[src/rtl/lbuf_defs.svh]
/*
 * Line buffer widths and depths.
 * Shared by the 3x3 window generator RTL and its testbench.
 */

`ifndef LBUF_DEFS_SVH
`define LBUF_DEFS_SVH

// pixel word width
`define LB_DW       32

// column address width, so pictures are at most 255 wide
`define LB_AW       8

// width of the picture width and height fields
`define LB_DIMW     8

// number of line banks, one picture row each
`define LB_BANKS    3

// window edge; a window holds LB_WIN * LB_WIN words
`define LB_WIN      3

`endif
[src/rtl/lbuf_pkg.sv]
/*
 * Line buffer types.
 * Bank write and read requests, the returned column, the 3x3 window
 * and the reader FSM states.
 */

`include "lbuf_defs.svh"

package lbuf_pkg;

    typedef logic [`LB_DW-1:0] pixel_t;

    // latched at picture start
    typedef struct packed {
        logic [`LB_DIMW-1:0] w;     // pixels per row
        logic [`LB_DIMW-1:0] h;     // rows per picture
    } pic_cfg_t;

    // one pixel into one bank
    typedef struct packed {
        logic               en;
        logic [1:0]         bank;   // row mod 3
        logic [`LB_AW-1:0]  addr;   // column
        pixel_t             data;
    } wr_req_t;

    // same column from all banks
    typedef struct packed {
        logic               en;
        logic [`LB_AW-1:0]  addr;
    } rd_req_t;

    // element b comes from bank b
    typedef pixel_t [`LB_BANKS-1:0] bank_col_t;

    // word 0 is top-left, row-major
    typedef pixel_t [`LB_WIN*`LB_WIN-1:0] window_t;

    typedef enum logic [1:0] {
        RD_IDLE,
        RD_WAIT_ROWS,
        RD_SCAN,
        RD_DONE
    } rd_state_e;

endpackage

[src/rtl/window_reader.sv]
/*
 * Window reader.
 * Scans three buffered rows column by column, rotates the bank outputs
 * into top/middle/bottom order and assembles one 3x3 window per column.
 */

`include "lbuf_defs.svh"

module window_reader
    import lbuf_pkg::*;
(
    input  logic       SYS_CLK,
    input  logic       SYS_NRST,
    input  logic       sop_i,
    input  pic_cfg_t   cfg_i,
    input  logic [1:0] fill_cnt_i,
    input  logic [1:0] row_base_i,
    input  bank_col_t  rd_col_i,
    input  logic       win_room_i,
    output rd_req_t    rd_req_o,
    output logic       row_retire_o,
    output logic       win_push_o,
    output window_t    win_o
);

    rd_state_e           state_q;
    rd_state_e           state_d;
    logic [`LB_AW-1:0]   col_q;
    logic [`LB_AW-1:0]   last_col;
    logic [`LB_DIMW-1:0] top_q;     // current top row
    logic [`LB_DIMW-1:0] last_top;
    logic                issue;
    logic                busy;
    logic                rd_vld_q;  // bank data valid this cycle
    logic                rd_last_q;
    logic                rd_ge2_q;
    logic                retire_q;
    pixel_t [`LB_WIN-1:0] col_cur;
    pixel_t [`LB_WIN-1:0] col_m1_q;
    pixel_t [`LB_WIN-1:0] col_m2_q;

    // bank holding window row k
    function automatic logic [1:0] bank_of(input logic [1:0] base, input int unsigned k);
        logic [2:0] sum;
        sum = {1'b0, base} + 3'(k);
        return (sum >= 3'(`LB_BANKS)) ? 2'(sum - 3'(`LB_BANKS)) : sum[1:0];
    endfunction

    assign last_col = `LB_AW'(cfg_i.w - 1'b1);
    assign last_top = `LB_DIMW'(cfg_i.h - `LB_WIN);
    assign issue    = (state_q == RD_SCAN) && win_room_i;
    // fill count is stale until the retire has reached the writer
    assign busy     = rd_vld_q || retire_q;

    // ========================================================================
    // FSM

    always_comb begin
        state_d = state_q;
        case (state_q)
            RD_WAIT_ROWS: begin
                if ((fill_cnt_i == 2'(`LB_BANKS)) && !busy) begin
                    state_d = RD_SCAN;
                end
            end
            RD_SCAN: begin
                if (issue && (col_q == last_col)) begin
                    state_d = (top_q == last_top) ? RD_DONE : RD_WAIT_ROWS;
                end
            end
            default: state_d = state_q;     // idle and done wait for sop
        endcase
        if (sop_i) begin
            state_d = RD_WAIT_ROWS;
        end
    end

    always_ff @(posedge SYS_CLK or negedge SYS_NRST) begin
        if (!SYS_NRST) begin
            state_q   <= RD_IDLE;
            col_q     <= '0;
            top_q     <= '0;
            rd_vld_q  <= 1'b0;
            rd_last_q <= 1'b0;
            rd_ge2_q  <= 1'b0;
            retire_q  <= 1'b0;
        end else begin
            state_q   <= state_d;
            rd_vld_q  <= issue && !sop_i;
            rd_last_q <= issue && (col_q == last_col);
            rd_ge2_q  <= issue && (col_q >= `LB_AW'(2));
            retire_q  <= rd_vld_q && rd_last_q && !sop_i;
            if (sop_i) begin
                col_q <= '0;
                top_q <= '0;
            end else if (issue) begin
                if (col_q == last_col) begin
                    col_q <= '0;
                    top_q <= top_q + 1'b1;
                end else begin
                    col_q <= col_q + 1'b1;
                end
            end
        end
    end

    always_comb begin
        rd_req_o.en   = issue;
        rd_req_o.addr = col_q;
    end

    // ========================================================================
    // window assembly

    always_comb begin
        for (int k = 0; k < `LB_WIN; k++) begin
            col_cur[k] = rd_col_i[bank_of(row_base_i, k)];
        end
    end

    always_ff @(posedge SYS_CLK) begin
        if (rd_vld_q) begin
            col_m2_q <= col_m1_q;
            col_m1_q <= col_cur;
        end
    end

    always_comb begin
        for (int r = 0; r < `LB_WIN; r++) begin
            win_o[r*`LB_WIN]     = col_m2_q[r];   // left
            win_o[r*`LB_WIN + 1] = col_m1_q[r];
            win_o[r*`LB_WIN + 2] = col_cur[r];    // right, straight from the banks
        end
    end

    assign win_push_o   = rd_vld_q && rd_ge2_q;
    assign row_retire_o = retire_q;

endmodule

[config.mk]
export PLATFORM = sky130hd
export DESIGN_NAME = window_reader
export DESIGN_NICKNAME = d
export VERILOG_FILES = /design/src/rtl/lbuf_pkg.sv /design/src/rtl/window_reader.sv
export VERILOG_INCLUDE_DIRS = /design/src /design/src/rtl
export SDC_FILE = /design/constraint.sdc
export NUM_CORES = 1
export LEC_CHECK = 0
export BUFFER_PORTS_ARGS = -buffer_cell sky130_fd_sc_hd__buf_2
export CORE_MARGIN = 2
export CORE_UTILIZATION = 30
export DETAILED_ROUTE_END_ITERATION = 16
export PLACE_DENSITY = 0.56
export SETUP_SLACK_MARGIN = 0.4
export SLEW_MARGIN = 20
export SYNTH_ARGS = -nofsm -noshare
export SYNTH_HDL_FRONTEND = slang
export SYNTH_SLANG_ARGS = --single-unit
[constraint.sdc]
create_clock -name SYS_CLK -period 12.55 [get_ports SYS_CLK]
set_input_delay 0.6275 -clock SYS_CLK [delete_from_list [all_inputs] [get_ports SYS_CLK]]
set_output_delay 0.6275 -clock SYS_CLK [all_outputs]
set_load 0.02 [all_outputs]
==> qor.txt <==
Req. time, crit path -> 11.92 ns
Worst Tran Pin Value -> 1.13 ns
Adder-Cell Fraction of Synth Area -> 0.946%
TritonCTS buffer count -> 25
proportion of synthesized area in mux cells -> 3.46%
DP Worst Slack -> 8.57 ns
die area -> 0.0323 sq mm
Yosys reg bits -> 214
CTS tree -> yes
cell count after synthesis -> 736
Startpoint Class -> input port
final instance area -> 0.0126 sq mm
Clock Skew -> 0.0115 ns
sequential cell area fraction in the yosys report -> 68.2%
Slew HR -> 24.6%
gr ovfl total -> 0
RSZ-0062 raised after global routing -> false
CTS Hold Bufs -> 0
core box area -> 0.0305 sq mm
Synth Area in Compound Gates -> 11.6%
drt total wl -> 31500 microns
Residual DRC -> 0
post-route ant nets -> 0
Syn Area/Cell -> 12.6 sq um
initial antenna violation count -> 3
Fmax -> 0.254 GHz
Syn Nets -> 863
chip width -> 180 microns
setup bufs post-CTS -> 0
synthesis-to-layout area growth -> 36.1%
Reg2Reg Launch Point -> rd_vld_q
final worst slack -> 8.61 ns
top cell type's share of synthesized area -> 62.3%
largest net degree at the start of global routing -> 87
Synth Area in Simple Gates -> 10.9%
H-tree depth -> 1
DP Wirelength -> 22700 microns
R2R cell count -> 2
endpoint of the worst-slack reg-to-reg timing path -> win_o[159]
HP Class -> in2async
Clock power frac -> 41.7%
clock sink count -> 214
fin. max-slew vios -> 0
vias in the first global route -> 7426
Final nets -> 1271
EDFF count, synth -> 192
PwrDens -> 139 mW/mm^2
post-synthesis xor/xnor area fraction -> 2.46%
Longest Clk Path Bufs -> 3
period utilisation layout -> 31.4%
FFs w/ async S/R, synth -> 10.3%
internal power -> 1.29 mW
drt first pass iters -> 5
Crit Path Max Fanout -> 67
Max Cap Viol -> 0
combinational share of power -> 13.4%
Placer Congestion -> 0.853
Total GRT Usage -> 18.6%
port buffer count -> 418
synth top area cells -> edfxtp_1 62%, dfrtp_1 5.9%, o21ai_0 5.6%
first-pass GRT wire length -> 46400 microns
Netlist cell types -> 50
Skew-Pair Late Insertion Delay -> 0.54 ns
I/O pin total -> 419
WS Path Type -> in2out
number of vias per cell -> 4.89
Ys Warns -> 0
most common flop cell mapped by yosys -> edfxtp_1
leak pwr -> 5.03 nW
Starting Density -> 30.4%
initial drt markers -> 416
share of power burned in registers -> 44.9%
Std-Cell Rows -> 64
Critical Path AT -> 3.32 ns
crit path time final -> 3.94 ns
CTS Root Cell -> clkbuf_16
Sw Share -> 26.5%
Avg WL per Cell -> 20.2 microns
critical path capture point type -> primary output
dpl cell area -> 0.0117 sq mm
final hold viol count -> 0
final setup vio count -> 0
Max VDD drop -> 0.100 mV
Reg clk slew, reported paths -> 0.06 ns
commonest non-fill, non-tap cells in the layout -> 418 x buf_2, 192 x edfxtp_1, 105 x nand2_1
largest family of logic cells by synthesized area -> compound AO/OA/AOI/OAI gates
Die H -> 180 microns
largest area contributor in the netlist -> edfxtp_1
post-route insts no fill -> 1560
synthesized area -> 0.00926 sq mm
setup TNS -> 0 ns
Switch Pwr -> 464 uW
flop-to-flop setup slack -> 9.77 ns
commonest non-fill, non-tap cell in the layout -> buf_2
status -> completed
# placed instances -> 1512
CTS resizes -> 0
Vias -> 7627
layout cells sized above 1 -> 40.9%
## critical path: stages
cell	delay (ns)
buf_2	0.11
inv_1	0.08
ha_4	0.86
nor2b_4	1.07
nand2_1	0.11
o21ai_0	0.16
buf_2	0.24
## cells by family after synthesis
kind of cell | count (synthesis)
compound gates | 200
xor+xnor | 26
fa+ha+maj | 7
buf+inv | 53
flops | 214
mux | 32
simple gates | 204
## per-stage QoR
step	hold slack [ns]	total power, mW	utilization [%]
2_1_floorplan	0.332	0.937	-
4_1_cts	0.0641	1.78	41.2
3_5_place_dp	0.428	1.04	38.5
6_report	0.0711	1.75	41.3
3_3_place_gp	0.425	1.03	38.5
5_1_grt	0.0825	1.82	41.3
## per-layer routing
metal	wire length [microns]	GRT usage, %	up-vias
met4	839	5.50	4
met3	2510	5.71	51
met5	27	0	-
met1	12800	23.1	3716
met2	15400	31.4	311
li1	-	-	3545
## worst max path at each step
stage,startpoint,endpoint,slack [ns],depth (start not counted)
final,row_base_i[0],win_o[258],8.61,7
after global routing,row_base_i[0],win_o[258],8.37,7
after CTS,row_base_i[0],win_o[258],8.57,7
after detailed placement,row_base_i[0],win_o[258],8.57,7
after global placement,row_base_i[0],win_o[283],8.60,7
after floorplan,rd_vld_q,win_push_o,7.12,1
## sequential cells by signal, summed over array words and instances (netlist names)
| register | flops |
|---|---|
| win_o | 192 |
| col_q | 8 |
| top_q | 8 |
| state_q | 2 |
| rd_ge2_q | 1 |
| rd_last_q | 1 |
| rd_vld_q | 1 |
| row_retire_o | 1 |
## cell type report
| class | instances | area [sq um] |
|---|---|---|
| clock buffers | 29 | 641 |
| diodes | 1 | 2.50 |
| clock inverters | 17 | 185 |
| repair buffers | 423 | 2150 |
| fillers | 2974 | 17900 |
| well taps | 396 | 495 |
| inverters | 11 | 41.3 |
| flip-flops and latches | 214 | 6320 |
| multi-input cells | 469 | 2760 |
## power groups by stage
stage / registers [mW] / logic [mW] / clock network (mW)
floorplan: 0.810 / 0.126 / 0
global placement: 0.803 / 0.232 / 0
detailed placement: 0.803 / 0.234 / 0
CTS: 0.788 / 0.234 / 0.754
global route: 0.788 / 0.253 / 0.779
finish: 0.788 / 0.234 / 0.732
## synth_stat cells, types with 3 or more instances
cell type / n
edfxtp_1: 192
nand2_1: 105
o21ai_0: 103
a21oi_1: 77
nor2b_1: 36
mux2i_1: 32
clkbuf_1: 31
dfrtp_1: 22
nor2_1: 21
xnor2_1: 17
inv_1: 11
xor2_1: 9
buf_1: 7
ha_1: 7
or4_1: 7
nand3_1: 6
o31ai_1: 6
nor4_1: 5
nand2b_1: 3
nor3_1: 3
No activity file was read; power rests on OpenSTA's default activity.
