==> config.mk <==
export PLATFORM = sky130hd
export DESIGN_NAME = line_writer
export DESIGN_NICKNAME = d
export VERILOG_FILES = /design/src/rtl/lbuf_pkg.sv /design/src/rtl/line_writer.sv
export VERILOG_INCLUDE_DIRS = /design/src /design/src/rtl
export SDC_FILE = /design/constraint.sdc
export NUM_CORES = 1
export LEC_CHECK = 0
export BUFFER_PORTS_ARGS = -buffer_cell sky130_fd_sc_hd__buf_2
export CAP_MARGIN = 20
export CORE_MARGIN = 5
export CORE_UTILIZATION = 40
export DETAILED_ROUTE_END_ITERATION = 10
export GPL_TIMING_DRIVEN = 0
export PLACE_DENSITY = 0.72
export SYNTH_ARGS = -nofsm -noshare
export SYNTH_HDL_FRONTEND = slang
export SYNTH_SLANG_ARGS = --single-unit
==> constraint.sdc <==
create_clock -name SYS_CLK -period 3.3 [get_ports SYS_CLK]
set_clock_uncertainty 0.15 [all_clocks]
set_input_delay 0.99 -clock SYS_CLK [delete_from_list [all_inputs] [get_ports SYS_CLK]]
set_output_delay 0.99 -clock SYS_CLK [all_outputs]
set_load 0.02 [all_outputs]
==> src/rtl/lbuf_defs.svh <==
/*
 * Line buffer widths and depths.
 * Shared by the 3x3 window generator RTL and its testbench.
 */

`ifndef LBUF_DEFS_SVH
`define LBUF_DEFS_SVH

// pixel word width
`define LB_DW       32

// column address width, so pictures are at most 255 wide
`define LB_AW       8

// width of the picture width and height fields
`define LB_DIMW     8

// number of line banks, one picture row each
`define LB_BANKS    3

// window edge; a window holds LB_WIN * LB_WIN words
`define LB_WIN      3

`endif
==> src/rtl/lbuf_pkg.sv <==
/*
 * Line buffer types.
 * Bank write and read requests, the returned column, the 3x3 window
 * and the reader FSM states.
 */

`include "lbuf_defs.svh"

package lbuf_pkg;

    typedef logic [`LB_DW-1:0] pixel_t;

    // latched at picture start
    typedef struct packed {
        logic [`LB_DIMW-1:0] w;     // pixels per row
        logic [`LB_DIMW-1:0] h;     // rows per picture
    } pic_cfg_t;

    // one pixel into one bank
    typedef struct packed {
        logic               en;
        logic [1:0]         bank;   // row mod 3
        logic [`LB_AW-1:0]  addr;   // column
        pixel_t             data;
    } wr_req_t;

    // same column from all banks
    typedef struct packed {
        logic               en;
        logic [`LB_AW-1:0]  addr;
    } rd_req_t;

    // element b comes from bank b
    typedef pixel_t [`LB_BANKS-1:0] bank_col_t;

    // word 0 is top-left, row-major
    typedef pixel_t [`LB_WIN*`LB_WIN-1:0] window_t;

    typedef enum logic [1:0] {
        RD_IDLE,
        RD_WAIT_ROWS,
        RD_SCAN,
        RD_DONE
    } rd_state_e;

endpackage

==> src/rtl/line_writer.sv <==
/*
 * Line writer.
 * Takes raster-order pixels, steers each row into the next line bank
 * and holds off the source once three rows are buffered.
 */

`include "lbuf_defs.svh"

module line_writer
    import lbuf_pkg::*;
(
    input  logic                SYS_CLK,
    input  logic                SYS_NRST,
    input  logic                sop_i,
    input  logic [`LB_DIMW-1:0] pic_w_i,
    input  logic [`LB_DIMW-1:0] pic_h_i,
    input  pixel_t              pix_i,
    input  logic                pix_vld_i,
    input  logic                row_retire_i,
    output logic                wready_o,
    output wr_req_t             wr_req_o,
    output pic_cfg_t            cfg_o,
    output logic [1:0]          fill_cnt_o,
    output logic [1:0]          row_base_o
);

    pic_cfg_t            cfg_q;
    logic [`LB_AW-1:0]   col_q;     // column of the next pixel
    logic [`LB_DIMW-1:0] row_q;     // rows fully written
    logic [1:0]          wbank_q;
    logic [1:0]          fill_q;
    logic [1:0]          base_q;
    logic [`LB_AW-1:0]   last_col;
    logic                accept;
    logic                row_end;

    function automatic logic [1:0] next_bank(input logic [1:0] bank);
        return (bank == 2'(`LB_BANKS - 1)) ? 2'd0 : bank + 2'd1;
    endfunction

    // ========================================================================
    // flow control

    // after reset h is 0 and row_q is 0, so wready stays low until sop
    assign wready_o = (fill_q != 2'(`LB_BANKS)) && (row_q != cfg_q.h);
    assign accept   = pix_vld_i && wready_o;
    assign last_col = `LB_AW'(cfg_q.w - 1'b1);
    assign row_end  = accept && (col_q == last_col);

    always_comb begin
        wr_req_o.en   = accept;     // lands on this edge
        wr_req_o.bank = wbank_q;
        wr_req_o.addr = col_q;
        wr_req_o.data = pix_i;
    end

    // ========================================================================
    // counters

    always_ff @(posedge SYS_CLK or negedge SYS_NRST) begin
        if (!SYS_NRST) begin
            cfg_q   <= '0;
            col_q   <= '0;
            row_q   <= '0;
            wbank_q <= '0;
        end else if (sop_i) begin
            cfg_q.w <= pic_w_i;
            cfg_q.h <= pic_h_i;
            col_q   <= '0;
            row_q   <= '0;
            wbank_q <= '0;
        end else if (accept) begin
            if (row_end) begin
                col_q   <= '0;
                row_q   <= row_q + 1'b1;
                wbank_q <= next_bank(wbank_q);
            end else begin
                col_q <= col_q + 1'b1;
            end
        end
    end

    // rows held in the banks, and the bank of the reader's top row
    always_ff @(posedge SYS_CLK or negedge SYS_NRST) begin
        if (!SYS_NRST) begin
            fill_q <= '0;
            base_q <= '0;
        end else if (sop_i) begin
            fill_q <= '0;
            base_q <= '0;
        end else begin
            case ({row_end, row_retire_i})
                2'b10:   fill_q <= fill_q + 1'b1;
                2'b01:   fill_q <= fill_q - 1'b1;
                default: fill_q <= fill_q;  // both or neither
            endcase
            if (row_retire_i) begin
                base_q <= next_bank(base_q);
            end
        end
    end

    assign cfg_o      = cfg_q;
    assign fill_cnt_o = fill_q;
    assign row_base_o = base_q;

endmodule

==> results of run 1 <==
[worst min-delay path by stage]
stage | startpoint | endpoint | slack, ps
2_1_floorplan | row_q[7]$_DFFE_PN0P_ | row_q[7]$_DFFE_PN0P_ | 370
3_3_place_gp | cfg_o[0]$_DFFE_PN0P_ | cfg_o[0]$_DFFE_PN0P_ | 390
3_5_place_dp | cfg_o[2]$_DFFE_PN0P_ | cfg_o[2]$_DFFE_PN0P_ | 390
4_1_cts | cfg_o[2]$_DFFE_PN0P_ | cfg_o[2]$_DFFE_PN0P_ | 410
5_1_grt | cfg_o[4]$_DFFE_PN0P_ | cfg_o[4]$_DFFE_PN0P_ | 440
6_report | wbank_q[1]$_DFFE_PN0P_ | wbank_q[1]$_DFFE_PN0P_ | 410
[area by class of cell]
cell class	instances	area share
Clock buffer	7	0.0292
Multi-Input combinational cell	157	0.370
Clock inverter	1	0.00169
Buffer	42	0.0974
Timing Repair Buffer	85	0.145
Sequential cell	38	0.322
Tap cell	72	0.0305
Inverter	4	0.00508
[cells by family (layout without fill, tap and decap cells)]
kind of cell | Yosys count | count (layout)
adder cells (fa/ha/maj) | 3 | 3
XOR/XNOR | 26 | 26
AO/OA/AOI/OAI | 31 | 31
AND/OR/NAND/NOR | 78 | 78
multiplexers | 19 | 19
flip-flops | 38 | 38
buffers and inverters | 46 | 139
[cells in the final DEF, fill, tap and decap left out, types with 3 or more instances in the layout]
cell type  Yosys  final
a211oi_1       4      4
a21oi_1       10     10
and3_1         3      3
buf_2          2     86
buf_4         33     35
clkbuf_1       6      6
clkbuf_8       0      6
dfrtp_1       38     38
ha_1           3      3
inv_1          4      4
mux2_2        15     15
mux2i_1        4      4
nand2_1       23     23
nand2b_1       3      3
nand3_1        8      8
nand4_1        3      3
nor2_1        18     18
nor2b_1        3      3
nor3_1         8      8
o21ai_0        5      5
xnor2_1       13     13
xor2_1        13     13
[metrics by stage]
stage | worst slack, ps | TNS, ps | hold slack, ps | power [uW] | util
floorplan | 174 | 0 | 375 | 719 | -
finish | 123 | 0 | 405 | 1140 | 0.530
global route | 9.53 | 0 | 438 | 1200 | 0.530
CTS | 12.5 | 0 | 407 | 1150 | 0.528
detailed placement | -268 | -268 | 390 | 814 | 0.509
global placement | -242 | -242 | 385 | 810 | 0.509
[worst reg2reg max path: cells and delay by family, from the launching register on]
family	cells	cell delay, ps
compound gates	3	950
fa+ha+maj	1	140
buf+inv	2	410
flops	1	460
mux	1	130
simple gates	3	780
[what timing repair did]
| action | in CTS | in global routing |
|---|---|---|
| setup buffers | 0 | 1 |
| gates resized for setup | 4 | 3 |
| endpoints found under the setup margin | 1 | 1 |
| hold buffers | 0 | 0 |
| pin swaps | 0 | 1 |
[state kept, by name, summed over array words and instances, names as in the netlist]
signal      count
wbank_q         2
row_q           8
cfg_o          16
row_base_o      2
fill_cnt_o      2
col_q           8
[power by group]
group | switching (uW) | internal [uW] | total (uW)
clock | 164 | 169 | 333
combinational | 161 | 122 | 284
sequential | 32.8 | 491 | 524
total | 358 | 782 | 1140
[metal layers]
metal  vias to the layer above  share of wire  track usage
met5                         -              0            0
met4                         0         0.0069       0.0425
met3                         5           0.10       0.0447
met2                        86           0.47        0.241
met1                       933           0.42        0.188
li1                        980              -            -
==> results.py, run 1 <==
metrics = {
    "final_layout": {
        "area_growth_pct": 27.1,
        "drive_gt1_frac": 0.440,
        "stdcell_count": 406,
        "seqCellArea_um2": 951,
        "antenna_cells": 0,
        "nets": 389,
        "multiInputGateArea_um2": 1090,
        "num-fill-cells": 528,
        "final_area_um2": 2960,
    },
    "worst_setup_path": {
        "r2r_start": "cfg_o[8]$_DFFE_PN0P_",
        "end_kind": "output pin",
        "r2r-end": "row_q[5]$_DFFE_PN0P_",
        "critPathSlowestCell": "dfrtp_1",
        "cpPeakStageDelay_ps": 410,
        "crit_end": "wr_req_o[42]",
        "ff2ff_path_depth": 10,
        "crit_top_cell": "buf_4",
        "cpLargestDelayFamily": "buffers and inverters",
        "cp.depth": 7,
        "worstPathCellList": "xnor2_1 -> nand4_1 -> o311ai_4 -> buf_4 -> inv_1 -> buf_4 -> buf_2",
        "critPathArrivalTime_ps": 2040,
        "cp_num_buf_inv": 4,
        "crit_type": "reg2out",
        "worstPathMaxFanout": 10,
        "cp-startpoint": "cfg_o[6]$_DFFE_PN0P_",
        "crit_path_start_kind": "flop",
        "ff2ff_setup_slack_ps": 220,
        "cp.required_ps": 2160,
    },
    "power": {
        "power_density_nw_per_um2": 386,
        "irDropWorstVdd_mv": 0.290,
        "leakage_uw": 0.00147,
    },
    "routing": {
        "drc": 0,
        "drt_iter0_drc": 121,
        "drtPass1Iterations": 4,
        "drt.antenna.violating_nets": 0,
        "vias": 2004,
        "wirelength_mm": 5.55,
        "wl_per_cell_um": 13.7,
        "post_drt_via_cell_ratio": 4.94,
    },
    "sta": {
        "period_share": 0.963,
        "setup_violations": 0,
        "finalHoldViolations": 0,
        "slew_headroom": 0.441,
        "rsz0062_at_grt": "false",
        "final.min_clock_period_ps": 3180,
        "drv_slew": 0,
        "fmax_mhz": 315,
        "tightestPinTransition_ps": 838,
    },
    "yosys": {
        "syn_inst": 241,
        "ys_top_cells_by_area": "dfrtp_1 (41%), buf_4 (11%), mux2_2 (7.3%)",
        "synth_ff_type": "dfrtp_1",
        "synth_cell_types": 39,
        "synth_area_um2": 2320,
        "synthArstFlopShare": 1.00,
        "ys_ff_latch": 38,
        "synth_compound_area_frac": 0.0963,
        "yosys.area_share.xor_xnor": 0.0980,
        "synth_top_family_by_area": "simple AND/OR/NAND/NOR gates",
        "synth_edf_count": 0,
        "synth-adder-area-share": 0.0161,
        "synth_area_leader_cell": "dfrtp_1",
        "syn_area_per_cell_um2": 9.65,
        "synth-simple-area-share": 0.162,
        "synth_seq_area_share": 0.409,
        "synth.most_common_cell": "dfrtp_1",
        "muxShareOfSynthArea": 0.0899,
        "yosys-top-cells-count": "dfrtp_1 (38), buf_4 (33), nand2_1 (23)",
        "ys_warn_count": 0,
        "yosys.area.top_type_share": 0.409,
        "syn-num-nets": 297,
    },
    "floorplanning": {
        "ios": 117,
        "dieArea_um2": 7440,
        "rows": 27,
        "die_height_um": 86.2,
        "start_util": 0.417,
        "fp.dieW_um": 86.2,
        "core_area_um2": 5570,
    },
    "global_routing": {
        "track_usage": 0.147,
        "grt_max_degree": 39,
        "grt-ovfl-total": 0,
        "antenna_found_initial": 0,
        "grt_pass1_vias": 1876,
        "grt_pass1_wl_mm": 8.81,
    },
    "place": {
        "port_buffers": 84,
        "dp.cells": 397,
        "dp_hpwl_mm": 4.21,
        "placed_cell_area_um2": 2840,
        "place.gp.congestion": 0.850,
    },
    "clock_tree": {
        "h-tree-depth": 2,
        "cts_sinks": 38,
        "insertion_delay_ps": 290,
        "clock_path_buffers": 2,
        "cts_buffers": 5,
        "cts_tree": "yes",
        "path_clk_slew_ps": 70,
        "cts_root_buffer": "clkbuf_8",
    },
    "hold_path": {
        "hold_path_class": "reg2reg",
        "holdPathStages": 2,
    },
    "flow_run": {
        "cap_violations": 0,
    },
    "status": {
        "status": "complete, no violations",
    },
}
(Power assumes the default switching activity.)
==> run 2: changes to the inputs <==
- ABC_AREA: default -> 1
- GPL_TIMING_DRIVEN: 0 -> default
- PLACE_DENSITY: 0.72 -> 0.71
==> run 2 against run 1 <==
Non-clock buffer count down 73. Cell count increased by 4.9%. Sequential cell count unchanged. Critical path depth increased by 2. Sequential power increased by 2%. Largest cell class unchanged. Via count fell by 0.75%. Area after synthesis grew 3.6%. Worst setup slack gained 370 ps. Total power shrank 2.5%.
==> results.py, run 2 <==
metrics = {
    "status": {
        "status": "complete, no violations",
    },
    "global_routing": {
        "track_usage": 0.141,
        "grt_max_degree": 39,
        "antenna_found_initial": 0,
        "grt-ovfl-total": 0,
        "grt_pass1_vias": 1949,
        "grt_pass1_wl_mm": 8.73,
    },
    "worst_setup_path": {
        "ff2ff_setup_slack_ps": 1150,
        "worstPathMaxFanout": 5,
        "cp.required_ps": 2160,
        "critPathSlowestCell": "dfrtp_1",
        "crit_top_cell": "nand2_1",
        "cp-startpoint": "row_q[0]$_DFFE_PN0P_",
        "cpLargestDelayFamily": "simple AND/OR/NAND/NOR gates",
        "cpPeakStageDelay_ps": 400,
        "ff2ff_path_depth": 12,
        "worstPathCellList": "inv_1 -> nand2_1 -> nand2_1 -> nand2_1 -> nor2_1 -> nand2_1 -> nand3_1 -> inv_1 -> buf_2",
        "cp_num_buf_inv": 3,
        "r2r_start": "cfg_o[8]$_DFFE_PN0P_",
        "critPathArrivalTime_ps": 1660,
        "crit_path_start_kind": "flop",
        "end_kind": "output pin",
        "crit_type": "reg2out",
        "cp.depth": 9,
        "r2r-end": "col_q[7]$_DFFE_PN0P_",
    },
    "clock_tree": {
        "post_cts_buffers": 0,
        "cts_resized": 0,
        "cts_tree": "yes",
        "clock_path_buffers": 2,
        "path_clk_slew_ps": 70,
        "cts_buffers": 5,
        "cts_root_buffer": "clkbuf_8",
        "postCtsHoldBufs": 0,
        "cts_sinks": 38,
        "insertion_delay_ps": 280,
        "h-tree-depth": 2,
    },
    "final_layout": {
        "final_cell_mix": "nand2_1 (109), buf_2 (52), dfrtp_1 (38), inv_1 (37), nor2_1 (22)",
        "final_area_um2": 2590,
        "seqCellArea_um2": 951,
        "multiInputGateArea_um2": 1030,
        "antenna_cells": 0,
        "largest_reg_flops": 16,
        "drive_gt1_frac": 0.199,
        "num-fill-cells": 619,
        "nets": 406,
        "post-route-util": 0.440,
        "mostFrequentLayoutCell": "nand2_1",
        "area_growth_pct": 7.59,
    },
    "place": {
        "dp_hpwl_mm": 3.98,
        "placed_cell_area_um2": 2500,
        "pre_cts_slack_ps": 641,
        "port_buffers": 52,
        "place.gp.congestion": 0.799,
    },
    "routing": {
        "drt.antenna.violating_nets": 0,
        "vias": 1989,
        "wl_per_cell_um": 12.1,
        "drc": 0,
        "wirelength_mm": 5.16,
        "drt_iter0_drc": 115,
        "post_drt_via_cell_ratio": 4.67,
        "drtPass1Iterations": 4,
    },
    "sta": {
        "setup_violations": 0,
        "fmax_mhz": 357,
        "drv_slew": 0,
        "final.min_clock_period_ps": 2800,
        "finalHoldViolations": 0,
        "period_share": 0.850,
        "whs_ps": 380,
        "rsz0062_at_grt": "false",
        "tightestPinTransition_ps": 849,
        "slew_headroom": 0.434,
        "setup_tns_ps": 0,
        "fin_ws_ps": 496,
    },
    "floorplanning": {
        "core_area_um2": 5890,
        "die_height_um": 87.6,
        "fp.dieW_um": 87.6,
        "ios": 117,
        "dieArea_um2": 7670,
        "start_util": 0.409,
        "rows": 28,
    },
    "yosys": {
        "synth_ff_type": "dfrtp_1",
        "syn_area_per_cell_um2": 7.34,
        "synthArstFlopShare": 1.00,
        "synth_edf_count": 0,
        "yosys-top-cells-count": "nand2_1 (109), dfrtp_1 (38), inv_1 (37)",
        "synth.most_common_cell": "nand2_1",
        "syn_inst": 328,
        "ys_top_cells_by_area": "dfrtp_1 (40%), nand2_1 (17%), buf_4 (10%)",
        "synth_seq_area_share": 0.395,
        "synth_area_um2": 2410,
        "synth_cell_types": 26,
        "syn-num-nets": 384,
        "synth_area_leader_cell": "dfrtp_1",
        "ys_warn_count": 0,
        "yosys.area.top_type_share": 0.395,
        "ys_ff_latch": 38,
    },
    "hold_path": {
        "whs_endpoint": "row_base_o[0]$_DFFE_PN0P_",
        "hold_path_class": "reg2reg",
        "min-delay-start": "row_base_o[0]$_DFFE_PN0P_",
        "holdPathStages": 1,
    },
    "flow_run": {
        "cap_violations": 0,
    },
    "power": {
        "power_density_nw_per_um2": 429,
        "leakage_uw": 0.00137,
        "irDropWorstVdd_mv": 0.190,
    },
}
[run 2: cell count changes after synthesis, sizes merged, moves of 6 or more]
cell / previous run / this run
a21oi: 10 / 4
inv: 4 / 39
mux2: 15 / 0
nand2: 24 / 111
nand3: 8 / 16
nor2: 18 / 26
nor3: 8 / 2
o21ai: 5 / 25
xnor2: 13 / 7
xor2: 13 / 7
[run 2: worst max-delay path by stage]
stage | endpoint
global placement | wr_req_o[42]
finish | wr_req_o[42]
CTS | wr_req_o[42]
floorplan | wr_req_o[42]
detailed placement | wr_req_o[42]
global route | wr_req_o[42]
[run 2: area by class of cell]
class                           instances  share of cell area
Multi-Input combinational cell        211               0.397
Sequential cell                        38               0.367
Tap cell                               75              0.0362
Clock inverter                          1             0.00193
Inverter                               40              0.0580
Timing Repair Buffer                   54               0.106
Clock buffer                            7              0.0333
[run 2: cells by family (layout without fill, tap and decap cells)]
family | count (synthesis) | after routing | synth area share
simple gates | 159 | 159 | 0.280
buf+inv | 79 | 102 | 0.178
flops | 38 | 38 | 0.395
compound gates | 35 | 35 | 0.0806
xor+xnor | 14 | 14 | 0.0509
fa+ha+maj | 3 | 3 | 0.0156
[run 2: stage by stage]
stage,instances,total power [uW]
detailed placement,418,794
finish,426,1110
global route,426,1190
global placement,418,786
floorplan,328,765
CTS,426,1130
[run 2: routing by layer]
| metal | track usage | share of wire |
|---|---|---|
| met1 | 0.189 | 0.47 |
| met2 | 0.224 | 0.45 |
| met3 | 0.0367 | 0.070 |
| met4 | 0.0404 | 0.011 |
| met5 | 0 | 0 |
[run 2: worst reg2reg max path: stages (launching register included)]
cell and delay (ps):
dfrtp_1 420, inv_2 100, ha_1 230, nand3_2 120
nand2_1 120, nand2_1 50, nand2_1 70, inv_1 40
nand2_1 90, nor2_4 60, a21oi_1 340, o21ai_0 150
a21oi_1 130
[run 2: where the power goes]
group | internal [uW] | switching, uW | leakage (uW) | total (uW)
Clock | 169 | 160 | 0.0000482 | 329
Sequential | 499 | 35.5 | 0.000493 | 534
Combinational | 86.0 | 163 | 0.000828 | 249
Total | 753 | 358 | 0.00137 | 1110
