`config.mk`:
```
export PLATFORM = sky130hd
export DESIGN_NAME = window_out
export DESIGN_NICKNAME = d
export VERILOG_FILES = /design/src/rtl/lbuf_pkg.sv /design/src/rtl/window_out.sv
export VERILOG_INCLUDE_DIRS = /design/src /design/src/rtl
export SDC_FILE = /design/constraint.sdc
export NUM_CORES = 1
export LEC_CHECK = 0
export BUFFER_PORTS_ARGS = -buffer_cell sky130_fd_sc_hd__buf_2
export CAP_MARGIN = 0
export CELL_PAD_IN_SITES_DETAIL_PLACEMENT = 0
export CELL_PAD_IN_SITES_GLOBAL_PLACEMENT = 2
export CORE_MARGIN = 8
export CORE_UTILIZATION = 42
export CTS_CLUSTER_DIAMETER = 100
export DETAILED_ROUTE_END_ITERATION = 10
export PLACE_DENSITY_LB_ADDON = 0.1
export SYNTH_ARGS = -nofsm -noshare
export SYNTH_HDL_FRONTEND = slang
export SYNTH_SLANG_ARGS = --single-unit
```
`constraint.sdc`:
```
create_clock -name SYS_CLK -period 25 [get_ports SYS_CLK]
set_clock_uncertainty 0.05 [all_clocks]
set_input_delay 5 -clock SYS_CLK [delete_from_list [all_inputs] [get_ports SYS_CLK]]
set_output_delay 5 -clock SYS_CLK [all_outputs]
set_load 0.005 [all_outputs]
```
`src/rtl/lbuf_defs.svh`:
```
/*
 * Line buffer widths and depths.
 * Shared by the 3x3 window generator RTL and its testbench.
 */

`ifndef LBUF_DEFS_SVH
`define LBUF_DEFS_SVH

// pixel word width
`define LB_DW       32

// column address width, so pictures are at most 255 wide
`define LB_AW       8

// width of the picture width and height fields
`define LB_DIMW     8

// number of line banks, one picture row each
`define LB_BANKS    3

// window edge; a window holds LB_WIN * LB_WIN words
`define LB_WIN      3

`endif
```
`src/rtl/lbuf_pkg.sv`:
```
/*
 * Line buffer types.
 * Bank write and read requests, the returned column, the 3x3 window
 * and the reader FSM states.
 */

`include "lbuf_defs.svh"

package lbuf_pkg;

    typedef logic [`LB_DW-1:0] pixel_t;

    // latched at picture start
    typedef struct packed {
        logic [`LB_DIMW-1:0] w;     // pixels per row
        logic [`LB_DIMW-1:0] h;     // rows per picture
    } pic_cfg_t;

    // one pixel into one bank
    typedef struct packed {
        logic               en;
        logic [1:0]         bank;   // row mod 3
        logic [`LB_AW-1:0]  addr;   // column
        pixel_t             data;
    } wr_req_t;

    // same column from all banks
    typedef struct packed {
        logic               en;
        logic [`LB_AW-1:0]  addr;
    } rd_req_t;

    // element b comes from bank b
    typedef pixel_t [`LB_BANKS-1:0] bank_col_t;

    // word 0 is top-left, row-major
    typedef pixel_t [`LB_WIN*`LB_WIN-1:0] window_t;

    typedef enum logic [1:0] {
        RD_IDLE,
        RD_WAIT_ROWS,
        RD_SCAN,
        RD_DONE
    } rd_state_e;

endpackage

```
`src/rtl/window_out.sv`:
```
/*
 * Window output holder.
 * Two-entry window queue in front of the compute unit, head entry
 * presented with a valid/ready pair.
 */

module window_out
    import lbuf_pkg::*;
(
    input  logic    SYS_CLK,
    input  logic    SYS_NRST,
    input  logic    win_push_i,
    input  window_t win_i,
    input  logic    opu_rdy_i,
    output logic    win_room_o,
    output logic    opu_vld_o,
    output window_t opu_win_o
);

    // two covers the windows still in flight behind a read
    localparam int DEPTH = 2;
    localparam int PW    = $clog2(DEPTH);
    localparam int CW    = $clog2(DEPTH + 1);

    window_t         win_q [DEPTH];
    logic [PW-1:0]   wr_ptr_q;
    logic [PW-1:0]   rd_ptr_q;
    logic [CW-1:0]   cnt_q;
    logic [CW-1:0]   cnt_d;
    logic            room_q;
    logic            pop;

    // ========================================================================
    // queue control

    assign pop = opu_vld_o && opu_rdy_i;

    always_comb begin
        cnt_d = cnt_q;
        if (win_push_i && !pop) begin
            cnt_d = cnt_q + 1'b1;
        end else if (pop && !win_push_i) begin
            cnt_d = cnt_q - 1'b1;
        end
    end

    always_ff @(posedge SYS_CLK or negedge SYS_NRST) begin
        if (!SYS_NRST) begin
            wr_ptr_q <= '0;
            rd_ptr_q <= '0;
            cnt_q    <= '0;
            room_q   <= 1'b1;
        end else begin
            cnt_q  <= cnt_d;
            room_q <= (cnt_d == '0);        // empty only
            if (win_push_i) begin
                wr_ptr_q <= wr_ptr_q + 1'b1;
            end
            if (pop) begin
                rd_ptr_q <= rd_ptr_q + 1'b1;
            end
        end
    end

    always_ff @(posedge SYS_CLK) begin
        if (win_push_i) begin
            win_q[wr_ptr_q] <= win_i;
        end
    end

    assign win_room_o = room_q;
    assign opu_vld_o  = (cnt_q != '0);
    assign opu_win_o  = win_q[rd_ptr_q];    // held until popped

endmodule

```
==> qor.csv, run 1 <==
stage;metric;value;unit
outcome;status;complete, no violations;
synthesis;post-synthesis compound-gate area fraction;0.00166;
route;mean routed wirelength per cell;24.5;um
global_route;number of global-route vias before repair;11400;
setup_path;Max FO, Critical Path;58;
clock_network;postcts setup bufs;0;
setup_path;CP Launch Point;rd_ptr_q;
floorplanning;Die ar.;0.0597;mm^2
global_route;global-route wire length before repair;78900;um
final_layout;Final Util;0.534;
final_layout;most common cell after layout, fill and taps aside;buf_2;
sta;final critical-path required period;9560;ps
job;max-cap viol count;0;
final_layout;Multi-input gate area;0.00413;mm^2
floorplanning;I/O pin cnt;582;
sta;fin. max-slew vios;0;
power_and_ir_drop;maximum vdd drop;0.0754;mV
setup_path;CP Data Arrival Time;4510;ps
synthesis;Mean Syn Cell Area;23.7;um^2
floorplanning;row cnt;83;
final_layout;filler instances;4245;
setup_path;kind of critical path;flop to output pin;
sta;Worst-Margin Slew;1080;ps
clock_network;Clock Path Buffers;3;
sta;final-report hold violation count;0;
global_route;largest net degree at the start of global routing;169;
sta;Setup TNS;0;ps
clock_network;cts hold-fix bufs;0;
route;vias;10900;
route;Detail Route Antenna Nets;0;
final_layout;Sequential Area;0.0174;mm^2
clock_network;post-CTS sizing;0;
place;PortBufs;581;
setup_path;Critical Path RT;19950;ps
synthesis;FF+latch count, synth;581;
final_layout;Area Overhead vs Synth;25.4;%
sta;Slew headroom;0.278;
synthesis;post-synthesis cell area;0.0219;mm^2
final_layout;most frequent cells in the layout;buf_2 (581), edfxtp_1 (576), mux2_4 (200);
floorplanning;die width;244;um
synthesis;Yosys warnings;0;
power_and_ir_drop;Leakage Power;10.8;nW
final_layout;layout cell share with drive strength beyond 1;0.611;
place;GP Congestion;0.769;
synthesis;synthesized netlist cell count;924;
clock_network;clk_lat worst skew;600;ps
sta;Setup Viol. Count Final;0;
clock_network;clock-pin slew on the worst setup and hold paths;60;ps
clock_network;CTS tree;yes;
synthesis;synthesized-area fraction occupied by adder cells;0.00109;
place;post-detail-place hpwl;40400;um
min_path;Hold Path Class;flop to flop;
clock_network;H-tree depth;2;
floorplanning;Starting Density;0.426;
clock_network;CTS buffer count;58;
sta;Fmax;105;MHz
global_route;total gr overflow;0;
synthesis;Post-Synth XOR/XNOR Area;0.00160;
synthesis;Post-Synth Simple-Gate Area;0.00149;
min_path;min-delay src;wr_ptr_q;
sta;Period Utilization, post-route;0.382;
synthesis;Syn Nets;1217;
setup_path;Startpoint Class;flop;
clock_network;Root Driver;clkbuf_16;
global_route;initial antenna violation count;28;
clock_network;CTS Sinks;581;
route;vias per cell;4.78;
route;DRT iter0 DRCs;614;
sta;unrepaired setup endpoints after global routing;false;
synthesis;largest family of logic cells by synthesized area;multiplexers;
synthesis;multiplexer share of the synthesized area;0.182;
power_and_ir_drop;pwr dens;115;mW/mm^2
route;drc violations;0;
final_layout;Nets;1834;
floorplanning;core box area;0.0514;mm^2
setup_path;launching point of the worst reg2reg path;wr_ptr_q;
floorplanning;Die Y;244;um
setup_path;Crit. End Element;output pin;
synthesis;post-synthesis sequential area ratio;0.796;
route;drt total wl;55900;um
global_route;gr usage total;0.180;
synthesis;Netlist cell types;22;
route;TritonRoute pass-1 iters;4;
==> power by group <==
| part | switching, W | internal, W |
|---|---|---|
| clock | 0.000355 | 0.000535 |
| combinational | 0.000461 | 0.000463 |
| sequential | 0.0000536 | 0.00130 |
| total | 0.000870 | 0.00229 |
==> Yosys cell counts, drive strengths merged <==
master | n | area share
ha | 1 | 0.00057
dfstp | 1 | 0.0012
and2 | 1 | 0.00029
maj3 | 1 | 0.00051
a311oi | 1 | 0.00040
inv | 4 | 0.00069
edfxtp | 576 | 0.79
o21ai | 1 | 0.00023
o22ai | 1 | 0.00029
buf | 34 | 0.015
xor2 | 2 | 0.00080
nor2b | 1 | 0.00029
nand2b | 1 | 0.00029
xnor2 | 2 | 0.00080
nor3 | 1 | 0.00023
dfrtp | 4 | 0.0046
mux2 | 288 | 0.18
a21oi | 2 | 0.00046
and3b | 1 | 0.00040
a31oi | 1 | 0.00029
==> sequential cells by signal, summed over array words and instances, names as in the netlist <==
| name | flops |
|---|---|
| rd_ptr_q | 1 |
| wr_ptr_q | 1 |
| win_q | 576 |
| win_room_o | 1 |
| cnt_q | 2 |
==> worst max-delay path, cell delays in order, from the launching register on <==
cell and delay [ps]:
dfrtp_4 740, buf_4 740, buf_4 860, buf_4 970
mux2_4 350, buf_2 130
==> final cells by class <==
type	count	area share
antenna	10	0.000912
clock buffer	69	0.0567
timing repair buffer	591	0.110
tap	680	0.0310
multi-input combinational	305	0.151
inverter	4	0.000547
clock inverter	41	0.0155
sequential	581	0.635
==> path summary, 6_finish.rpt <==
path                                 end  cells after the start  slack [ps]
max                        opu_win_o[62]                      5       15440
min in group asynchronous       rd_ptr_q                      1        4170
max reg2reg                win_q[0][166]                      3       22300
min reg2reg                     wr_ptr_q                      1         490
max in group asynchronous     win_room_o                      1       20510
min                             wr_ptr_q                      1         490
==> stage by stage <==
step,hold WS [ps],instances,cell area (um^2),total power (W),setup WS [ps]
floorplan,403,924,21900,0.00202,6210
global placement,478,2161,25400,0.00231,16050
detailed placement,489,2161,25400,0.00232,15960
CTS,498,2271,27400,0.00322,15290
global route,519,2272,27400,0.00331,15170
finish,493,2281,27400,0.00316,15440
==> cell families after synthesis <==
group	after synthesis
AOI/OAI and AO/OA	6
DFF	581
xor gates and xnor gates	4
buffers and inverters	38
and+or+nand+nor	5
muxes	288
adders and majority gates	2
==> per-layer routing <==
metal | vias up | track usage | wire length [um]
met2 | 364 | 0.321 | 29200
li1 | 4958 | - | -
met1 | 5437 | 0.195 | 19900
met4 | 36 | 0.0505 | 1380
met5 | - | 0 | 225
met3 | 112 | 0.0748 | 5240
(Power assumes the default switching activity.)
==> run 2, diff against run 1 <==
--- a/config.mk
+++ b/config.mk
@@ -11,7 +11,7 @@
 export CELL_PAD_IN_SITES_DETAIL_PLACEMENT = 0
 export CELL_PAD_IN_SITES_GLOBAL_PLACEMENT = 2
 export CORE_MARGIN = 8
-export CORE_UTILIZATION = 42
+export CORE_UTILIZATION = 35
 export CTS_CLUSTER_DIAMETER = 100
 export DETAILED_ROUTE_END_ITERATION = 10
 export PLACE_DENSITY_LB_ADDON = 0.1
==> constraint.sdc (replaced) <==
create_clock -name SYS_CLK -period 8.4 [get_ports SYS_CLK]
set_clock_uncertainty 0.05 [all_clocks]
set_input_delay 1.68 -clock SYS_CLK [delete_from_list [all_inputs] [get_ports SYS_CLK]]
set_output_delay 1.68 -clock SYS_CLK [all_outputs]
set_load 0.005 [all_outputs]
==> qor.csv, run 2 (synthesis results as in run 1) <==
stage;metric;value;unit
outcome;status;complete, no violations;
power_and_ir_drop;P_int;0.00685;W
setup_path;CP cell instances;buf_12 -> mux2_2 -> buf_2;
setup_path;Max FO, Critical Path;120;
setup_path;kind of critical path;flop to output pin;
power_and_ir_drop;Comb power frac;0.286;
clock_network;Clock Path Buffers;3;
route;vias per cell;4.48;
setup_path;Crit. End Element;output pin;
route;drc violations;0;
clock_network;CTS tree;yes;
floorplanning;row cnt;91;
place;PortBufs;581;
clock_network;H-tree depth;3;
power_and_ir_drop;pwr dens;342;mW/mm^2
sta;unrepaired setup endpoints after global routing;false;
final_layout;final cell count without fillers;2441;
final_layout;most flop-heavy register;win_q;
global_route;initial antenna violation count;22;
setup_path;Critical Path RT;6670;ps
clock_network;clock-pin slew on the worst setup and hold paths;60;ps
setup_path;cell family with the largest share of critical-path delay;flip-flops;
route;vias;10900;
clock_network;Root Driver;clkbuf_16;
final_layout;biggest regs;win_q (576), cnt_q (2);
floorplanning;Die Y;266;um
sta;final-report hold violation count;0;
final_layout;layout cell share with drive strength beyond 1;0.609;
global_route;global-route wire length before repair;79800;um
final_layout;Area Overhead vs Synth;26.5;%
floorplanning;core box area;0.0618;mm^2
floorplanning;I/O pin cnt;582;
final_layout;max reg flops;576;
route;DRT iter0 DRCs;529;
power_and_ir_drop;switching portion of total power;0.276;
route;Detail Route Antenna Nets;0;
setup_path;CP max-delay cell;dfrtp_4;
global_route;gr usage total;0.155;
global_route;number of global-route vias before repair;11600;
floorplanning;Die ar.;0.0708;mm^2
final_layout;most common cell after layout, fill and taps aside;buf_2;
route;mean routed wirelength per cell;23.4;um
final_layout;filler instances;5482;
job;max-cap viol count;0;
place;GP Congestion;0.772;
sta;Period Utilization, post-route;0.573;
place;Cells after DPL;2315;
place;post-detail-place hpwl;39700;um
clock_network;CTS buffer count;66;
setup_path;slowest cell delay on critical path;1110;ps
sta;Setup TNS;0;ps
sta;Fmax;208;MHz
floorplanning;die width;266;um
sta;Slew headroom;0.267;
setup_path;crit path buf inv count;2;
route;TritonRoute pass-1 iters;4;
final_layout;most frequent cells in the layout;buf_2 (581), edfxtp_1 (576), mux2_4 (200);
route;drt total wl;57100;um
global_route;largest net degree at the start of global routing;162;
final_layout;Nets;1839;
floorplanning;Starting Density;0.354;
sta;Worst-Margin Slew;1100;ps
sta;hold slack final;501;ps
sta;fin. max-slew vios;0;
power_and_ir_drop;power share of the clock group;0.285;
setup_path;CP Data Arrival Time;3090;ps
global_route;total gr overflow;0;
power_and_ir_drop;Net Switching;0.00261;W
clock_network;clk_lat worst skew;560;ps
clock_network;post-CTS sizing;0;
sta;Setup Viol. Count Final;0;
sta;final critical-path required period;4820;ps
power_and_ir_drop;sequential share of power;0.429;
min_path;Hold Path Class;flop to flop;
setup_path;Startpoint Class;flop;
power_and_ir_drop;Leakage Power;10.8;nW
clock_network;CTS Sinks;581;
power_and_ir_drop;maximum vdd drop;0.288;mV
clock_network;cts hold-fix bufs;0;
clock_network;postcts setup bufs;0;
## run 2: changes by cell type in the layout (fill, tap and decap cells not counted), moves of 3 or more
cell / before / now
bufinv_16: 9 / 5
clkbuf_16: 61 / 67
diode_2: 10 / 14
inv_6: 0 / 3
buf_4: 8 / 3
clkinv_2: 14 / 10
## run 2: cell type report
| class | instances | area, um^2 | area share |
|---|---|---|---|
| inverters | 4 | 15.0 | 0.000542 |
| flip-flops and latches | 581 | 17400 | 0.630 |
| multi-input cells | 305 | 4130 | 0.149 |
| repair buffers | 588 | 3010 | 0.109 |
| well taps | 837 | 1050 | 0.0378 |
| clock buffers | 76 | 1710 | 0.0618 |
| diodes | 14 | 35.0 | 0.00127 |
| clock inverters | 36 | 303 | 0.0109 |
## run 2: power groups by stage
stage	registers (W)	clock network [W]	logic, W
finish	0.00406	0.00269	0.00271
global route	0.00411	0.00288	0.00292
CTS	0.00407	0.00279	0.00281
detailed placement	0.00412	0	0.00280
global placement	0.00411	0	0.00280
floorplan	0.00408	0	0.00176
## run 2: layer usage
metal  part of all wire  global-route usage
met1               0.35               0.157
met5             0.0015                   0
met3              0.077              0.0587
met4              0.026              0.0504
met2               0.55               0.289
## run 2: worst paths after layout
path,cells past startpoint,slack [ps],to,startpoint
max in group asynchronous,1,7170,win_room_o,SYS_NRST
min in group asynchronous,1,900,rd_ptr_q,SYS_NRST
worst max-delay path,3,3580,opu_win_o[272],rd_ptr_q
worst max register to register,3,5730,win_q[0][68],wr_ptr_q
worst min register to register,1,500,wr_ptr_q,wr_ptr_q
worst min-delay path,1,500,wr_ptr_q,wr_ptr_q
## run 2: per-stage QoR
step                 util  worst slack (ps)  instance area [um^2]  total power, W
finish              0.448              3580                 27700         0.00946
global placement    0.415              4100                 25600         0.00691
CTS                 0.447              3480                 27600         0.00966
global route        0.447              3360                 27700         0.00991
detailed placement  0.415              4100                 25600         0.00692
floorplan               -              1670                 21900         0.00584
## run 2: worst reg2reg max path, delay by kind of cell, from the launching register on
family,cells,cell delay (ps)
DFF,1,430
and+or+nand+nor,1,160
buffers and inverters,2,1570
==> run 3, diff against run 2 <==
==> constraint.sdc (replaced) <==
create_clock -name SYS_CLK -period 4.42 [get_ports SYS_CLK]
set_clock_uncertainty 0.05 [all_clocks]
set_input_delay 0.884 -clock SYS_CLK [delete_from_list [all_inputs] [get_ports SYS_CLK]]
set_output_delay 0.884 -clock SYS_CLK [all_outputs]
set_load 0.005 [all_outputs]
==> qor.csv, run 3 (synthesis results as in run 1) <==
stage;metric;value;unit
power_and_ir_drop;maximum vdd drop;0.382;mV
clock_network;CTS tree;yes;
sta;Worst-Margin Slew;1010;ps
power_and_ir_drop;power share of the clock group;0.291;
clock_network;postcts setup bufs;0;
route;vias;11100;
floorplanning;row cnt;91;
global_route;initial antenna violation count;30;
power_and_ir_drop;pwr dens;655;mW/mm^2
global_route;total gr overflow;0;
clock_network;clk_lat worst skew;570;ps
floorplanning;I/O pin cnt;582;
min_path;Hold Path Class;input port to async pin;
global_route;gr usage total;0.157;
setup_path;Critical Path RT;3490;ps
global_route;global-route wire length before repair;80900;um
power_and_ir_drop;switching portion of total power;0.279;
job;max-cap viol count;0;
final_layout;design area;0.0281;mm^2
final_layout;Multi-input gate area;0.00413;mm^2
final_layout;Nets;1859;
power_and_ir_drop;Comb power frac;0.294;
route;mean routed wirelength per cell;23.5;um
final_layout;most frequent cells in the layout;buf_2 (581), edfxtp_1 (576), mux2_4 (200);
global_route;GRT met3 Usage;0.0661;
clock_network;CTS buffer count;67;
sta;Slew headroom;0.326;
setup_path;Startpoint Class;flop;
final_layout;biggest regs;win_q (576), cnt_q (2);
floorplanning;die width;266;um
clock_network;Clock Path Buffers;3;
route;Detail Route Antenna Nets;0;
clock_network;CTS Sinks;581;
place;GP Congestion;0.749;
outcome;status;complete, no violations;
global_route;GR Layer Usage met1;0.161;
final_layout;max reg flops;576;
clock_network;post-CTS sizing;0;
global_route;busiest layer in global routing;met2;
sta;Setup Viol. Count Final;0;
global_route;largest net degree at the start of global routing;54;
sta;Fmax;283;MHz
power_and_ir_drop;Net Switching;0.00512;W
final_layout;most common cell after layout, fill and taps aside;buf_2;
route;vias per cell;4.49;
sta;Period Utilization, post-route;0.798;
power_and_ir_drop;sequential share of power;0.415;
final_layout;layout cell share with drive strength beyond 1;0.616;
sta;final-report hold violation count;0;
setup_path;Max FO, Critical Path;53;
final_layout;filler instances;5463;
route;drt total wl;58000;um
setup_path;kind of critical path;flop to output pin;
route;TritonRoute pass-1 iters;4;
power_and_ir_drop;P_int;0.0133;W
sta;final critical-path required period;3530;ps
final_layout;Sequential Area;0.0174;mm^2
clock_network;Root Driver;clkbuf_16;
global_route;global routing met2 resource utilization;0.281;
clock_network;H-tree depth;3;
floorplanning;core box area;0.0618;mm^2
final_layout;Area Overhead vs Synth;28.3;%
sta;fin. max-slew vios;0;
setup_path;Crit. End Element;output pin;
floorplanning;Die ar.;0.0708;mm^2
sta;unrepaired setup endpoints after global routing;false;
clock_network;cts hold-fix bufs;0;
place;PortBufs;581;
route;DRT iter0 DRCs;536;
final_layout;most flop-heavy register;win_q;
place;post-detail-place hpwl;41900;um
route;drc violations;0;
setup_path;CP Data Arrival Time;2590;ps
sta;hold slack final;73.4;ps
global_route;number of global-route vias before repair;11800;
place;dpl cell area;0.0259;mm^2
floorplanning;Die Y;266;um
power_and_ir_drop;Leakage Power;11.0;nW
floorplanning;Starting Density;0.354;
clock_network;clock-pin slew on the worst setup and hold paths;50;ps
run 3: cell types whose count changed in the layout (fill, tap and decap cells not counted), sizes merged:
| cell | delta |
|---|---|
| clkinv | -3 |
| diode | +3 |
| clkbuf | +6 |
| bufinv | +1 |
| clkinvlp | +1 |
| buf | +19 |
run 3: layout make-up:
class | instances | share of cell area
Sequential cell | 581 | 0.621
Multi-Input combinational cell | 305 | 0.147
Timing Repair Buffer | 607 | 0.117
Clock buffer | 82 | 0.0632
Tap cell | 837 | 0.0373
Clock inverter | 35 | 0.0126
Antenna cell | 17 | 0.00151
Inverter | 4 | 0.000535
run 3: routing by layer:
layer | routed length [um] | vias to the layer above | part of all wire
li1 | - | 5020 | -
met1 | 20400 | 5548 | 0.35
met2 | 30900 | 379 | 0.53
met3 | 5020 | 117 | 0.086
met4 | 1620 | 22 | 0.028
met5 | 138 | - | 0.0024
run 3: worst max-delay path: stages (launching register included):
cell	delay, ps
dfrtp_4	960
buf_12	440
mux2_4	340
buf_2	150
run 3: per-stage QoR:
stage	TNS [ps]	cells	utilization	total power (W)	setup slack, ps
final	0	2468	0.454	0.0184	892
after global placement	0	2334	0.419	0.0133	1480
after global routing	0	2459	0.454	0.0193	774
after detailed placement	0	2334	0.419	0.0134	1460
after floorplan	-564310	924	-	0.0111	-1360
after CTS	0	2451	0.454	0.0188	819
run 3: worst paths after layout:
check,slack [ps],endpoint,depth (start not counted),from
worst min-delay path,70,cnt_q[1],1,SYS_NRST
worst min register to register,490,wr_ptr_q,1,wr_ptr_q
worst max-delay path,890,opu_win_o[147],3,rd_ptr_q
min in group SYS_CLK,430,win_q[0][166],1,win_i[166]
worst max register to register,2310,win_q[1][160],2,wr_ptr_q
max in group asynchronous,4030,win_room_o,1,SYS_NRST
run 3: power by group through the flow:
stage | clock [W] | sequential (W) | combinational [W]
6_report | 0.00535 | 0.00764 | 0.00540
2_1_floorplan | 0 | 0.00775 | 0.00334
4_1_cts | 0.00553 | 0.00766 | 0.00560
3_5_place_dp | 0 | 0.00777 | 0.00559
3_3_place_gp | 0 | 0.00773 | 0.00558
5_1_grt | 0.00575 | 0.00773 | 0.00580
